<file path="config.mk">
export PLATFORM = sky130hd
export DESIGN_NAME = atc_controller
export DESIGN_NICKNAME = d
export VERILOG_FILES = /design/src/rtl/atc_msg_pkg.sv /design/src/rtl/atc_ctrl_pkg.sv /design/src/rtl/atc_fifo.sv /design/src/rtl/atc_request_fsm.sv /design/src/rtl/atc_reply_builder.sv /design/src/rtl/atc_runway_manager.sv /design/src/rtl/atc_reply_sender.sv /design/src/rtl/atc_controller.sv
export SDC_FILE = /design/constraint.sdc
export NUM_CORES = 1
export LEC_CHECK = 0
export ABC_AREA = 1
export BUFFER_PORTS_ARGS = -buffer_cell sky130_fd_sc_hd__buf_4
export CORE_MARGIN = 2
export CORE_UTILIZATION = 50
export CTS_BUF_LIST = sky130_fd_sc_hd__clkbuf_8
export DETAILED_ROUTE_END_ITERATION = 7
export PLACE_DENSITY = 0.75
export SETUP_SLACK_MARGIN = 0.15
export SLEW_MARGIN = 10
export SYNTH_ARGS = -nofsm -noshare
export SYNTH_HDL_FRONTEND = slang
export SYNTH_SLANG_ARGS = --single-unit
</file>
<file path="constraint.sdc">
create_clock -name clock -period 3.9 [get_ports clock]
set_input_delay 0.78 -clock clock [delete_from_list [all_inputs] [get_ports clock]]
set_output_delay 0.78 -clock clock [all_outputs]
set_load 0.005 [all_outputs]
</file>
<file path="src/rtl/atc_msg_pkg.sv">
/*
  Message word format shared by the controller and its testbench.
  A word carries a plane id, a message type and a two-bit action.
*/
package atc_msg_pkg;

  localparam int PLANE_ID_WIDTH = 4;
  localparam int TYPE_WIDTH     = 3;
  localparam int ACTION_WIDTH   = 2;
  localparam int MSG_WIDTH      = PLANE_ID_WIDTH + TYPE_WIDTH + ACTION_WIDTH;

  typedef logic [PLANE_ID_WIDTH-1:0] plane_id_t;
  typedef logic [ACTION_WIDTH-1:0]   msg_action_t;

  // Inbound codes 0 to 2, reply codes 4 to 7
  typedef enum logic [TYPE_WIDTH-1:0] {
    T_REQUEST   = 0,
    T_DECLARE   = 1,
    T_EMERGENCY = 2,
    T_CLEAR     = 4,
    T_HOLD      = 5,
    T_SAY_AGAIN = 6,
    T_DIVERT    = 7
  } msg_type_t;

  typedef struct packed {
    plane_id_t   plane_id;
    msg_type_t   msg_type;
    msg_action_t msg_action;
  } msg_t;

  // Action field meanings
  localparam int          ACT_LANDING_BIT       = 1;
  localparam int          ACT_RUNWAY_BIT        = 0;
  localparam msg_action_t ACT_EMERGENCY_SET     = 2'b01;
  localparam msg_action_t ACT_EMERGENCY_RESOLVE = 2'b00;

endpackage

</file>
<file path="src/rtl/atc_ctrl_pkg.sv">
/*
  Controller state definitions: queue sizes, runway encoding,
  interpreter states and the reply kinds handed to the reply builder.
*/
package atc_ctrl_pkg;

  localparam int RUNWAY_COUNT = 2;
  localparam int QUEUE_DEPTH  = 4;

  typedef logic [RUNWAY_COUNT-1:0]         runway_mask_t;
  typedef logic [$clog2(RUNWAY_COUNT)-1:0] runway_id_t;

  typedef enum logic [2:0] {
    R_NONE, R_HOLD, R_SAY_AGAIN, R_DIVERT,
    R_CLEAR_TAKEOFF, R_CLEAR_LANDING, R_DIVERT_LANDING
  } reply_kind_t;

  typedef enum logic [2:0] {
    QUIET, INTERPRET, REPLY, CHECK_QUEUES,
    CLR_TAKEOFF, CLR_LANDING, DIVERT_LANDING, QUEUE_CLR
  } request_state_t;

endpackage

</file>
<file path="src/rtl/atc_fifo.sv">
/*
  Show-ahead FIFO. The head word is on data_out whenever empty is low;
  pop advances it on the clock edge. A push while full is dropped.
*/
module atc_fifo #(
  parameter int WIDTH = 9,
  parameter int DEPTH = 4
) (
  input  logic             clock,
  input  logic             reset,
  input  logic [WIDTH-1:0] data_in,
  input  logic             push,
  input  logic             pop,
  output logic [WIDTH-1:0] data_out,
  output logic             full,
  output logic             empty
);

  localparam int PTR_W = (DEPTH > 1) ? $clog2(DEPTH) : 1;
  localparam int CNT_W = $clog2(DEPTH + 1);

  logic [WIDTH-1:0] mem [DEPTH];
  logic [PTR_W-1:0] rd_ptr;
  logic [PTR_W-1:0] wr_ptr;
  logic [CNT_W-1:0] count;
  logic             do_push;
  logic             do_pop;

  // Pointers wrap at DEPTH, which need not be a power of two
  function automatic logic [PTR_W-1:0] next_ptr(input logic [PTR_W-1:0] ptr);
    if (ptr == PTR_W'(DEPTH - 1)) begin
      return '0;
    end
    return ptr + 1'b1;
  endfunction

  assign empty    = (count == '0);
  assign full     = (count == CNT_W'(DEPTH));
  assign data_out = mem[rd_ptr];
  assign do_pop   = pop && !empty;
  assign do_push  = push && !full;

  always_ff @(posedge clock) begin
    if (do_push) begin
      mem[wr_ptr] <= data_in;
    end
  end

  always_ff @(posedge clock) begin
    if (reset) begin
      count  <= '0;
      rd_ptr <= '0;
      wr_ptr <= '0;
    end else begin
      if (do_push) begin
        wr_ptr <= next_ptr(wr_ptr);
      end
      if (do_pop) begin
        rd_ptr <= next_ptr(rd_ptr);
      end
      if (do_push && !do_pop) begin
        count <= count + 1'b1;
      end else if (do_pop && !do_push) begin
        count <= count - 1'b1;
      end
    end
  end

  // Consumers only pop a queue whose head they have seen valid
  assert property (@(posedge clock) disable iff (reset) pop |-> !empty)
    else $error("pop on empty queue");

endmodule

</file>
<file path="src/rtl/atc_request_fsm.sv">
/*
  Request interpreter. Takes one word at a time from the intake queue,
  files planes into the takeoff and landing queues, keeps the emergency
  latch and clears queued planes onto free runways.
*/
module atc_request_fsm
  import atc_msg_pkg::*, atc_ctrl_pkg::*;
(
  input  logic         clock,
  input  logic         reset,
  input  msg_t         request,
  input  logic         request_empty,
  input  logic         takeoff_full,
  input  logic         takeoff_empty,
  input  logic         landing_full,
  input  logic         landing_empty,
  input  logic         reply_full,
  input  runway_mask_t runway_active,
  output logic         request_pop,
  output logic         takeoff_push,
  output logic         takeoff_pop,
  output logic         landing_push,
  output logic         landing_pop,
  output reply_kind_t  reply_kind,
  output logic         reply_push,
  output logic         lock,
  output logic         unlock,
  output runway_id_t   runway_id
);

  request_state_t state;
  request_state_t next_state;
  logic           emergency;
  logic           emergency_set;
  logic           emergency_clear;
  logic           takeoff_first;
  logic           takeoff_first_next;
  logic           runway_free;
  runway_id_t     free_runway;

  assign runway_free = ~&runway_active;

  // Lowest numbered runway not in use
  always_comb begin
    free_runway = '0;
    for (int i = RUNWAY_COUNT - 1; i >= 0; i--) begin
      if (!runway_active[i]) begin
        free_runway = runway_id_t'(i);
      end
    end
  end

  always_comb begin
    next_state         = state;
    request_pop        = 1'b0;
    takeoff_push       = 1'b0;
    takeoff_pop        = 1'b0;
    landing_push       = 1'b0;
    landing_pop        = 1'b0;
    reply_kind         = R_NONE;
    reply_push         = 1'b0;
    lock               = 1'b0;
    unlock             = 1'b0;
    runway_id          = '0;
    emergency_set      = 1'b0;
    emergency_clear    = 1'b0;
    takeoff_first_next = takeoff_first;

    unique case (state)
      QUIET: begin
        next_state = request_empty ? CHECK_QUEUES : INTERPRET;
      end

      //////////////////////////////////////////////////////////////////////////
      // Decide on the head request; it leaves the intake queue this cycle
      //////////////////////////////////////////////////////////////////////////
      INTERPRET: begin
        request_pop = 1'b1;
        next_state  = REPLY;
        case (request.msg_type)
          T_REQUEST: begin
            if (request.msg_action[ACT_LANDING_BIT]) begin
              if (landing_full || emergency) begin
                reply_kind = R_DIVERT;
              end else begin
                landing_push = 1'b1;
                reply_kind   = R_HOLD;
              end
            end else if (takeoff_full) begin
              reply_kind = R_DIVERT;
            end else begin
              takeoff_push = 1'b1;
              reply_kind   = R_HOLD;
            end
          end
          T_DECLARE: begin
            // No reply; the runway manager checks ownership
            unlock     = 1'b1;
            runway_id  = runway_id_t'(request.msg_action[ACT_RUNWAY_BIT]);
            next_state = CHECK_QUEUES;
          end
          T_EMERGENCY: begin
            emergency_set   = (request.msg_action == ACT_EMERGENCY_SET);
            emergency_clear = (request.msg_action == ACT_EMERGENCY_RESOLVE);
            next_state      = CHECK_QUEUES;
          end
          default: begin
            reply_kind = R_SAY_AGAIN;
          end
        endcase
      end

      REPLY: begin
        if (!reply_full) begin
          reply_push = 1'b1;
          next_state = CHECK_QUEUES;
        end
      end

      //////////////////////////////////////////////////////////////////////////
      // Serve the waiting queues, one plane per pass
      //////////////////////////////////////////////////////////////////////////
      CHECK_QUEUES: begin
        next_state = QUIET;
        if (emergency) begin
          if (!landing_empty) begin
            landing_pop = 1'b1;
            reply_kind  = R_DIVERT_LANDING;
            next_state  = DIVERT_LANDING;
          end
        end else if (runway_free) begin
          runway_id = free_runway;
          if (!takeoff_empty && (takeoff_first || landing_empty)) begin
            takeoff_pop        = 1'b1;
            reply_kind         = R_CLEAR_TAKEOFF;
            takeoff_first_next = 1'b0;
            next_state         = CLR_TAKEOFF;
          end else if (!landing_empty) begin
            landing_pop        = 1'b1;
            reply_kind         = R_CLEAR_LANDING;
            takeoff_first_next = 1'b1;
            next_state         = CLR_LANDING;
          end
        end
      end

      // Clear word is now registered, so its plane id becomes the owner
      CLR_TAKEOFF, CLR_LANDING: begin
        lock       = 1'b1;
        runway_id  = free_runway;
        next_state = QUEUE_CLR;
      end

      DIVERT_LANDING: begin
        next_state = QUEUE_CLR;
      end

      QUEUE_CLR: begin
        if (!reply_full) begin
          reply_push = 1'b1;
          next_state = QUIET;
        end
      end

      default: begin
        next_state = QUIET;
      end
    endcase
  end

  always_ff @(posedge clock) begin
    if (reset) begin
      state         <= QUIET;
      emergency     <= 1'b0;
      takeoff_first <= 1'b1;
    end else begin
      state         <= next_state;
      takeoff_first <= takeoff_first_next;
      if (emergency_set) begin
        emergency <= 1'b1;
      end else if (emergency_clear) begin
        emergency <= 1'b0;
      end
    end
  end

  assert property (@(posedge clock) disable iff (reset) !(lock && unlock))
    else $error("runway lock and unlock in the same cycle");

endmodule

</file>
<file path="src/rtl/atc_reply_builder.sv">
/*
  Reply word register. Composes the next reply from the kind chosen by the
  interpreter; the word waits here until the interpreter queues it.
*/
module atc_reply_builder
  import atc_msg_pkg::*, atc_ctrl_pkg::*;
(
  input  logic        clock,
  input  logic        reset,
  input  reply_kind_t reply_kind,
  input  msg_t        request,
  input  plane_id_t   takeoff_head,
  input  plane_id_t   landing_head,
  input  runway_id_t  runway_id,
  output msg_t        reply
);

  always_ff @(posedge clock) begin
    if (reset) begin
      reply <= '0;
    end else begin
      unique case (reply_kind)
        R_NONE:      reply <= reply;
        R_HOLD:      reply <= '{request.plane_id, T_HOLD, '0};
        R_SAY_AGAIN: reply <= '{request.plane_id, T_SAY_AGAIN, '0};
        R_DIVERT:    reply <= '{request.plane_id, T_DIVERT, '0};
        // Clears carry the granted runway in the action field
        R_CLEAR_TAKEOFF: begin
          reply <= '{takeoff_head, T_CLEAR, msg_action_t'(runway_id)};
        end
        R_CLEAR_LANDING: begin
          reply <= '{landing_head, T_CLEAR, msg_action_t'(runway_id)};
        end
        R_DIVERT_LANDING: begin
          reply <= '{landing_head, T_DIVERT, '0};
        end
        default: reply <= reply;
      endcase
    end
  end

endmodule

</file>
<file path="src/rtl/atc_runway_manager.sv">
/*
  Runway lock table. Each runway records the plane holding it; only that
  plane's declare releases the runway again.
*/
module atc_runway_manager
  import atc_msg_pkg::*, atc_ctrl_pkg::*;
(
  input  logic         clock,
  input  logic         reset,
  input  plane_id_t    plane_id,
  input  runway_id_t   runway_id,
  input  logic         lock,
  input  logic         unlock,
  output runway_mask_t runway_active
);

  plane_id_t owner [RUNWAY_COUNT];

  always_ff @(posedge clock) begin
    if (lock) begin
      owner[runway_id] <= plane_id;
    end
  end

  always_ff @(posedge clock) begin
    if (reset) begin
      runway_active <= '0;
    end else if (lock) begin
      runway_active[runway_id] <= 1'b1;
    end else if (unlock && (owner[runway_id] == plane_id)) begin
      // Declares from any other plane are ignored
      runway_active[runway_id] <= 1'b0;
    end
  end

  // The interpreter only clears onto a runway it saw free
  assert property (@(posedge clock) disable iff (reset) lock |-> !runway_active[runway_id])
    else $error("lock on a runway already in use");

endmodule

</file>
<file path="src/rtl/atc_reply_sender.sv">
/*
  Drains the reply queue toward the transmitter. One word per visit:
  pop while the transmitter is ready, then strobe the word out.
*/
module atc_reply_sender
  import atc_msg_pkg::*;
(
  input  logic clock,
  input  logic reset,
  input  logic reply_empty,
  input  logic tx_ready,
  input  msg_t reply_head,
  output logic reply_pop,
  output msg_t reply_data,
  output logic reply_send
);

  typedef enum logic {S_WAIT, S_SEND} sender_state_t;

  sender_state_t state;

  assign reply_pop  = (state == S_WAIT) && !reply_empty && tx_ready;
  assign reply_send = (state == S_SEND);

  // Held until the next word is popped
  always_ff @(posedge clock) begin
    if (reply_pop) begin
      reply_data <= reply_head;
    end
  end

  always_ff @(posedge clock) begin
    if (reset) begin
      state <= S_WAIT;
    end else begin
      state <= reply_pop ? S_SEND : S_WAIT;
    end
  end

endmodule

</file>
<file path="src/rtl/atc_controller.sv">
/*
  Two-runway message controller top level. Request words enter with
  request_valid; replies leave on reply_data, marked by reply_send.
*/
module atc_controller
  import atc_msg_pkg::*, atc_ctrl_pkg::*;
(
  input  logic         clock,
  input  logic         reset,
  input  msg_t         request_data,
  input  logic         request_valid,
  output logic         busy,
  output msg_t         reply_data,
  output logic         reply_send,
  input  logic         tx_ready,
  output runway_mask_t runway_active
);

  msg_t        request, reply, reply_head;
  plane_id_t   takeoff_head, landing_head, runway_plane_id;
  logic        request_pop, request_empty;
  logic        takeoff_push, takeoff_pop, takeoff_full, takeoff_empty;
  logic        landing_push, landing_pop, landing_full, landing_empty;
  logic        reply_push, reply_pop, reply_full, reply_empty;
  logic        lock, unlock;
  reply_kind_t reply_kind;
  runway_id_t  runway_id;

  // Owner on lock comes from the registered clear, on unlock from the declare
  assign runway_plane_id = lock ? reply.plane_id : request.plane_id;

  ////////////////////////////////////////////////////////////////////////////
  // Queues
  ////////////////////////////////////////////////////////////////////////////
  atc_fifo #(.WIDTH(MSG_WIDTH), .DEPTH(QUEUE_DEPTH)) u_request_fifo (
    .clock, .reset, .data_in(request_data), .push(request_valid), .pop(request_pop),
    .data_out(request), .full(busy), .empty(request_empty)
  );

  atc_fifo #(.WIDTH(PLANE_ID_WIDTH), .DEPTH(QUEUE_DEPTH)) u_takeoff_fifo (
    .clock, .reset, .data_in(request.plane_id), .push(takeoff_push), .pop(takeoff_pop),
    .data_out(takeoff_head), .full(takeoff_full), .empty(takeoff_empty)
  );

  atc_fifo #(.WIDTH(PLANE_ID_WIDTH), .DEPTH(QUEUE_DEPTH)) u_landing_fifo (
    .clock, .reset, .data_in(request.plane_id), .push(landing_push), .pop(landing_pop),
    .data_out(landing_head), .full(landing_full), .empty(landing_empty)
  );

  atc_fifo #(.WIDTH(MSG_WIDTH), .DEPTH(QUEUE_DEPTH)) u_reply_fifo (
    .clock, .reset, .data_in(reply), .push(reply_push), .pop(reply_pop),
    .data_out(reply_head), .full(reply_full), .empty(reply_empty)
  );

  ////////////////////////////////////////////////////////////////////////////
  // Interpreter, reply path and runway locks
  ////////////////////////////////////////////////////////////////////////////
  atc_request_fsm u_request_fsm (
    .clock, .reset, .request, .request_empty, .takeoff_full, .takeoff_empty,
    .landing_full, .landing_empty, .reply_full, .runway_active, .request_pop,
    .takeoff_push, .takeoff_pop, .landing_push, .landing_pop, .reply_kind,
    .reply_push, .lock, .unlock, .runway_id
  );

  atc_reply_builder u_reply_builder (
    .clock, .reset, .reply_kind, .request, .takeoff_head, .landing_head,
    .runway_id, .reply
  );

  atc_runway_manager u_runway_manager (
    .clock, .reset, .plane_id(runway_plane_id), .runway_id, .lock, .unlock,
    .runway_active
  );

  atc_reply_sender u_reply_sender (
    .clock, .reset, .reply_empty, .tx_ready, .reply_head, .reply_pop,
    .reply_data, .reply_send
  );

endmodule

</file>
# Word-level counts from Yosys, hierarchy flattened
# Memories as Yosys holds them, arrays and structs flattened. A register that Yosys moved wholly into a read port is not among the register bits.
# Index checks and enable logic that the tools add are counted.
dict set report word_totals {
  register_bits 45
  ramBits 112
  inputBits 13
  out_inout_bits 13
  elab_cells 264
  n_memories 5
}
# memory depth word_bits rd rd_clocked_by_memory_dff wr line_no
set memory_table {}
lappend memory_table {u_reply_fifo.mem 4 9 1 1 1 atc_fifo.sv:22} ;# logic [WIDTH-1:0] mem [DEPTH];
lappend memory_table {u_request_fifo.mem 4 9 1 1 1 atc_fifo.sv:22}
lappend memory_table {u_landing_fifo.mem 4 4 1 1 1 atc_fifo.sv:22}
lappend memory_table {u_takeoff_fifo.mem 4 4 1 1 1 atc_fifo.sv:22}
lappend memory_table {u_runway_manager.owner 2 4 1 0 1 atc_runway_manager.sv:17} ;# plane_id_t owner [RUNWAY_COUNT];
dict set report op_classes {
  add_sub_neg 16
  n_lt_le_gt_ge 2
  n_eq_ne 32
  muxes 123
  bitwise_logic 6
  reduce_logical 60
}
# operator n
set op_table {}
lappend op_table {{$mux W1} 73}
lappend op_table {{$mux W2} 27}
lappend op_table {{$pmux W9 S6} 1}
lappend op_table {{$mux W3} 16}
lappend op_table {{$eq A3 B3 Y1 const B} 11}
lappend op_table {{$logic_and A1 B1 Y1} 21}
lappend op_table {{$logic_not A3 Y1} 6}
lappend op_table {{$pmux W3 S6} 1}
lappend op_table {{$add A2 B1 Y2 const B} 8}
lappend op_table {{$eq A2 B2 Y1 const B} 8}
lappend op_table {{$logic_not A1 Y1} 16}
lappend op_table {{$eq A3 B2 Y1 const B} 5}
lappend op_table {{$add A3 B1 Y3 const B} 4}
lappend op_table {{$pmux W3 S2} 2}
lappend op_table {{$reduce_bool A2 Y1} 6}
lappend op_table {{$sub A3 B1 Y3 const B} 4}
lappend op_table {{$eq A3 B1 Y1 const B} 3}
lappend op_table {{$ne A2 B2 Y1 const B} 3}
lappend op_table {{$reduce_bool A6 Y1} 1}
lappend op_table {{$reduce_or A2 Y1} 3}
lappend op_table {{$eq A4 B4 Y1} 1}
lappend op_table {{$mux W4} 1}
lappend op_table {{$reduce_and A2 Y1} 2}
lappend op_table {{$reduce_and A4 Y1} 1}
lappend op_table {{12 further kinds} 15}

# Depth between registers and ports, before layout
dict set report logic_depth {
  ltp_word 13
  ltp_mapped 17
  depth_no_buf 17
}

# Cells and area by module
# From an unflattened synthesis, not the netlist that was laid out.
dict set report unflattened {
  cells_unflattened 783
  hier_area_um2 7880.1
}
# module n_inst cells_per_inst area_each_um2 seq_area_each_um2
set by_module_without_submodules {}
lappend by_module_without_submodules {{atc_fifo (u_reply_fifo ...)} 2 157 1886.8 1261.2}
lappend by_module_without_submodules {{atc_fifo (u_landing_fifo ...)} 2 110 1113.6 660.6}
lappend by_module_without_submodules {atc_reply_builder 1 89 590.6 160.2}
lappend by_module_without_submodules {atc_runway_manager 1 57 494.2 280.3}
lappend by_module_without_submodules {atc_request_fsm 1 76 437.9 100.1}
lappend by_module_without_submodules {atc_reply_sender 1 14 307.8 290.3}
lappend by_module_without_submodules {atc_controller 1 13 48.8 0.0}

# Worst setup path before layout
# No wires, ideal clock.
dict set report synth_timing {
  kind {register -> register}
  from {register u_request_fsm.state[1]}
  to {register u_takeoff_fifo.count[2]}
  setup_ps 122
  t_arrival_ps 2159
  required_time_ps 3778
  slack_ps 1619
  path_stages_with_launch 15
  n_path_buf 0
  synth_period_minus_slack_ps 2281
  cell_sequence {dfxtp_1 -> nand2_1 -> nor3_2 -> and3_4 -> nand2_2 -> nand2_2 -> nor2_2 -> inv_2 -> ha_1 -> inv_1 -> fa_1 -> a21oi_1 -> o21ai_0 -> o21ai_0 -> a21oi_1}
}
dict set report synth_between {
  elab_chain_len 6
  word_cells_on_any_way 12
  classes_between {eq/ne (2); mux (3); reduce/logical (7)}
}
# element line_no
set synth_lines {}
lappend synth_lines {{start: declaration} atc_request_fsm.sv:31} ;# request_state_t state;
lappend synth_lines {{start signal: assignment} atc_request_fsm.sv:177} ;# state <= next_state;
lappend synth_lines {{$eq A3 B2 Y1 or $eq A3 B1 Y1 (tied branches)} atc_request_fsm.sv:69} ;# unique case (state)
lappend synth_lines {{$mux W1} atc_request_fsm.sv:69}
lappend synth_lines {{$logic_and A1 B1 Y1, on equally long branches} {atc_fifo.sv:40, atc_fifo.sv:41}}
lappend synth_lines {{$logic_not A1 Y1, on equally long branches} {atc_fifo.sv:61, atc_fifo.sv:63}}
lappend synth_lines {{$logic_and A1 B1 Y1, on equally long branches} {atc_fifo.sv:61, atc_fifo.sv:63}}
lappend synth_lines {{$mux W3 or $reduce_bool A2 Y1 (tied branches)} --}
lappend synth_lines {{end signal: assignment} atc_fifo.sv:62} ;# count <= count + 1'b1;
lappend synth_lines {{end signal: assignment} atc_fifo.sv:64} ;# count <= count - 1'b1;
lappend synth_lines {{end: declaration} atc_fifo.sv:25} ;# logic [CNT_W-1:0] count;
# Parallel ways exist; a longest one is shown, timed or not.
# A chain may end at the register's enable or synchronous reset.

==> summary.txt <==
Pwr
  – Cell Pwr Density: 652.0 nW/um^2
  – Sw Share: 35.42%
  – Combinational share of power: 27.0%
  – Clock network power share: 23.6%
  – Net Switching: 1795 uW
  – Reg power frac: 49.4%
  – Worst vdd ir: 0.0003891 V
  – Overall Power: 5067 uW
  – Pleak: 0.002980 uW
  – Power Internal: 3272 uW

Clock network
  – CTS tree: done
  – Hold Buf Count CTS: 0
  – Num CTS Buffers: 17
  – H-tree depth: 4
  – Num Clock Sinks: 166
  – Worst skew pair latency: 0.46 ns
  – Post-CTS sizing: 0
  – CTS root buffer: clkbuf_8
  – Setup bufs post-CTS: 0
  – CTS clk-pin slew, worst paths: 0.10 ns
  – Longest Clk Path Bufs: 2

STA
  – Peak Freq: 322.9 MHz
  – RSZ-0062 raised after global routing: false
  – Setup violators final: 0
  – Worst Tran Pin Value: 0.9438 ns
  – Setup WS post-layout: 0.8028 ns
  – TNS Setup: 0 ns
  – Final Hold Viols: 0
  – Post-layout minimum cycle time: 3.097 ns
  – Worst slew margin: 37.01%
  – Setup Skew: 0.01844 ns
  – Slew Limit Fails: 0
  – Crit share post-route: 79.42%

Detailed routing
  – WL per Instance: 14.95 um
  – Top metal layer carrying routed signals: met4
  – Post-route ant nets: 0
  – Met3 WL: 640 um
  – Drt total wl: 13170 um
  – Met1 Wirelength: 5602 um
  – Drt drc: 0
  – Vias: 4655
  – DR vias/cell: 5.284
  – Met2 Wirelength: 6632 um
  – First drt pass iteration count: 5
  – Initial DRC Count: 382

Worst setup path
  – Reg2reg setup slack: 0.80 ns
  – Critical-path top delay cell: dfxtp_1
  – Worst Setup End Kind: register
  – Crit path largest cell delay: 0.75 ns
  – Kind of critical path: reg2reg
  – Crit Path Max Fanout: 19
  – Crit path required time: 4.25 ns
  – Worst reg2reg path depth: 15
  – Crit path arrival time: 3.45 ns
  – Startpoint types: register
  – Critical-path cell list: inv_4 -> nand2_1 -> nand3_1 -> nand2_1 -> nand4_1 -> nand2_2 -> nor2_2 -> inv_2 -> ha_1 -> inv_1 -> fa_1 -> a21oi_1 -> o21ai_0 -> o21ai_0 -> a21oi_1

Floorplanning
  – Placeable Area: 13830 um^2
  – # rows: 43
  – Starting Density: 51.15%
  – Die height: 122.9 um
  – Die area: 15110 um^2
  – Die width: 122.9 um
  – # IOs: 26

Place
  – Final Wtd Congestion: 0.8780
  – Dpl hpwl: 9238 um
  – PortBufs: 24
  – DP Area: 7386 um^2
  – Place WS: 0.8749 ns

Hold path
  – Min-Delay Path Class: reg2reg
  – Hold depth: 2

Finish
  – Commonest non-fill, non-tap cell in the layout: edfxtp_1
  – Layout cell share with drive strength beyond 1: 13.12%
  – Area Overhead vs Synth: 9.871%
  – # diodes: 0
  – Layout Nets: 729
  – Commonest non-fill, non-tap cells in the layout: 116 x edfxtp_1, 91 x nand2_1, 76 x nor2_1
  – Layout Cell Area excl Fill: 7771 um^2

GRT
  – Vias in the first global route: 4631
  – First-pass GRT wire length: 21490 um
  – Grt ovf: 0
  – Antenna violations before repair: 0
  – Largest net degree at the start of global routing: 30
  – GRT Overall Usage: 18.84%

Synthesis
  – Post-synthesis register bit count: 166
  – Syn_nets: 702
  – Post-Synthesis Cells: 661
  – Main flop type after synthesis: edfxtp_1
  – Netlist cell types: 38
  – Fraction of registers with async set/reset: 0%
  – Yosys warnings: 0
  – Post-synth EDFFs: 116
  – Post-synthesis sequential area ratio: 63.40%
  – Syn Area/Cell: 10.70 um^2
  – Mapped Area: 7073 um^2

Outcome
  – Status: finished, final reports clean

Run
  – Max Cap Violations: 0
==> Yosys cell counts (4+ instances only) <==
cell / number / share of area [%]
inv_2: 11 / 0.58
nor2_1: 76 / 4.0
fa_1: 4 / 1.1
o21ai_0: 55 / 3.9
clkbuf_1: 9 / 0.48
o22ai_1: 16 / 1.4
inv_1: 69 / 3.7
o21ai_1: 14 / 0.99
nand2_2: 8 / 0.71
a21oi_1: 41 / 2.9
nand3_1: 29 / 2.1
nor3_1: 7 / 0.50
ha_1: 24 / 4.2
edfxtp_1: 116 / 49
dfxtp_1: 50 / 14
nand2_1: 91 / 4.8
a211oi_1: 4 / 0.42
==> state kept, by name (all words and copies together), names as in the netlist, 2 cells and up, named ones only <==
name	count
u_landing_fifo.count	3
u_landing_fifo.mem	16
u_landing_fifo.rd_ptr	2
u_landing_fifo.wr_ptr	2
u_reply_builder.reply	8
u_reply_fifo.count	3
u_reply_fifo.mem	32
u_reply_fifo.rd_ptr	2
u_reply_fifo.wr_ptr	2
u_reply_sender.reply_data	8
u_request_fifo.count	3
u_request_fifo.mem	36
u_request_fifo.rd_ptr	2
u_request_fifo.wr_ptr	2
u_request_fsm.state	3
u_runway_manager.owner	8
u_takeoff_fifo.count	3
u_takeoff_fifo.mem	16
u_takeoff_fifo.rd_ptr	2
u_takeoff_fifo.wr_ptr	2
==> final timing paths <==
| path | startpoint | to |
|---|---|---|
| worst max register to register | register | u_takeoff_fifo.count[2] |
| worst min-delay path | u_request_fsm.takeoff_first | u_request_fsm.takeoff_first |
| worst min register to register | u_request_fsm.takeoff_first | u_request_fsm.takeoff_first |
| worst max-delay path | register | u_takeoff_fifo.count[2] |
==> final cells by class <==
type / count / area (um^2)
multi-input combinational: 397 / 2183
tap: 180 / 225.2
sequential: 166 / 4484
clock inverter: 14 / 137.6
inverter: 82 / 312.8
fill: 1170 / 6056
clock buffer: 18 / 247.7
timing repair buffer: 24 / 180.2
==> routing by layer <==
| layer | GRT usage [%] | vias to the layer above |
|---|---|---|
| met4 | 7.040 | 0 |
| li1 | - | 2315 |
| met2 | 32.15 | 134 |
| met3 | 5.166 | 28 |
| met1 | 22.83 | 2178 |
| met5 | 0 | - |
==> power by group through the flow <==
stage / registers (uW) / clock network, uW / logic, uW
after floorplan: 2440 / 0 / 1050
after global placement: 2530 / 0 / 1300
after detailed placement: 2540 / 0 / 1370
after CTS: 2510 / 1210 / 1370
after global routing: 2550 / 1280 / 1570
final: 2500 / 1190 / 1370
==> worst max-delay path: cells and delay by family (launching register included) <==
family / cells / cell delay, ns
AO/OA/AOI/OAI: 4 / 0.50
adder cells (fa/ha/maj): 2 / 0.52
buffers and inverters: 3 / 0.33
flip-flops: 1 / 0.75
AND/OR/NAND/NOR: 6 / 0.87
==> cell families after synthesis <==
logic type / count (synthesis) / synth area share [%]
buf+inv: 98 / 5.731
compound gates: 141 / 11.11
xor+xnor: 2 / 0.2477
flops: 166 / 63.40
fa+ha+maj: 28 / 5.378
other cells: 1 / 0.05302
simple gates: 225 / 14.08
==> through the flow <==
stage | hold WS, ns | utilization (%) | cells
finish | 0.4896 | 56.20 | 881
global route | 0.4994 | 56.20 | 881
global placement | 0.4469 | 53.42 | 849
floorplan | 0.4296 | - | 661
detailed placement | 0.4575 | 53.42 | 849
CTS | 0.4816 | 56.20 | 881
Power figures use the tool's default switching activity.
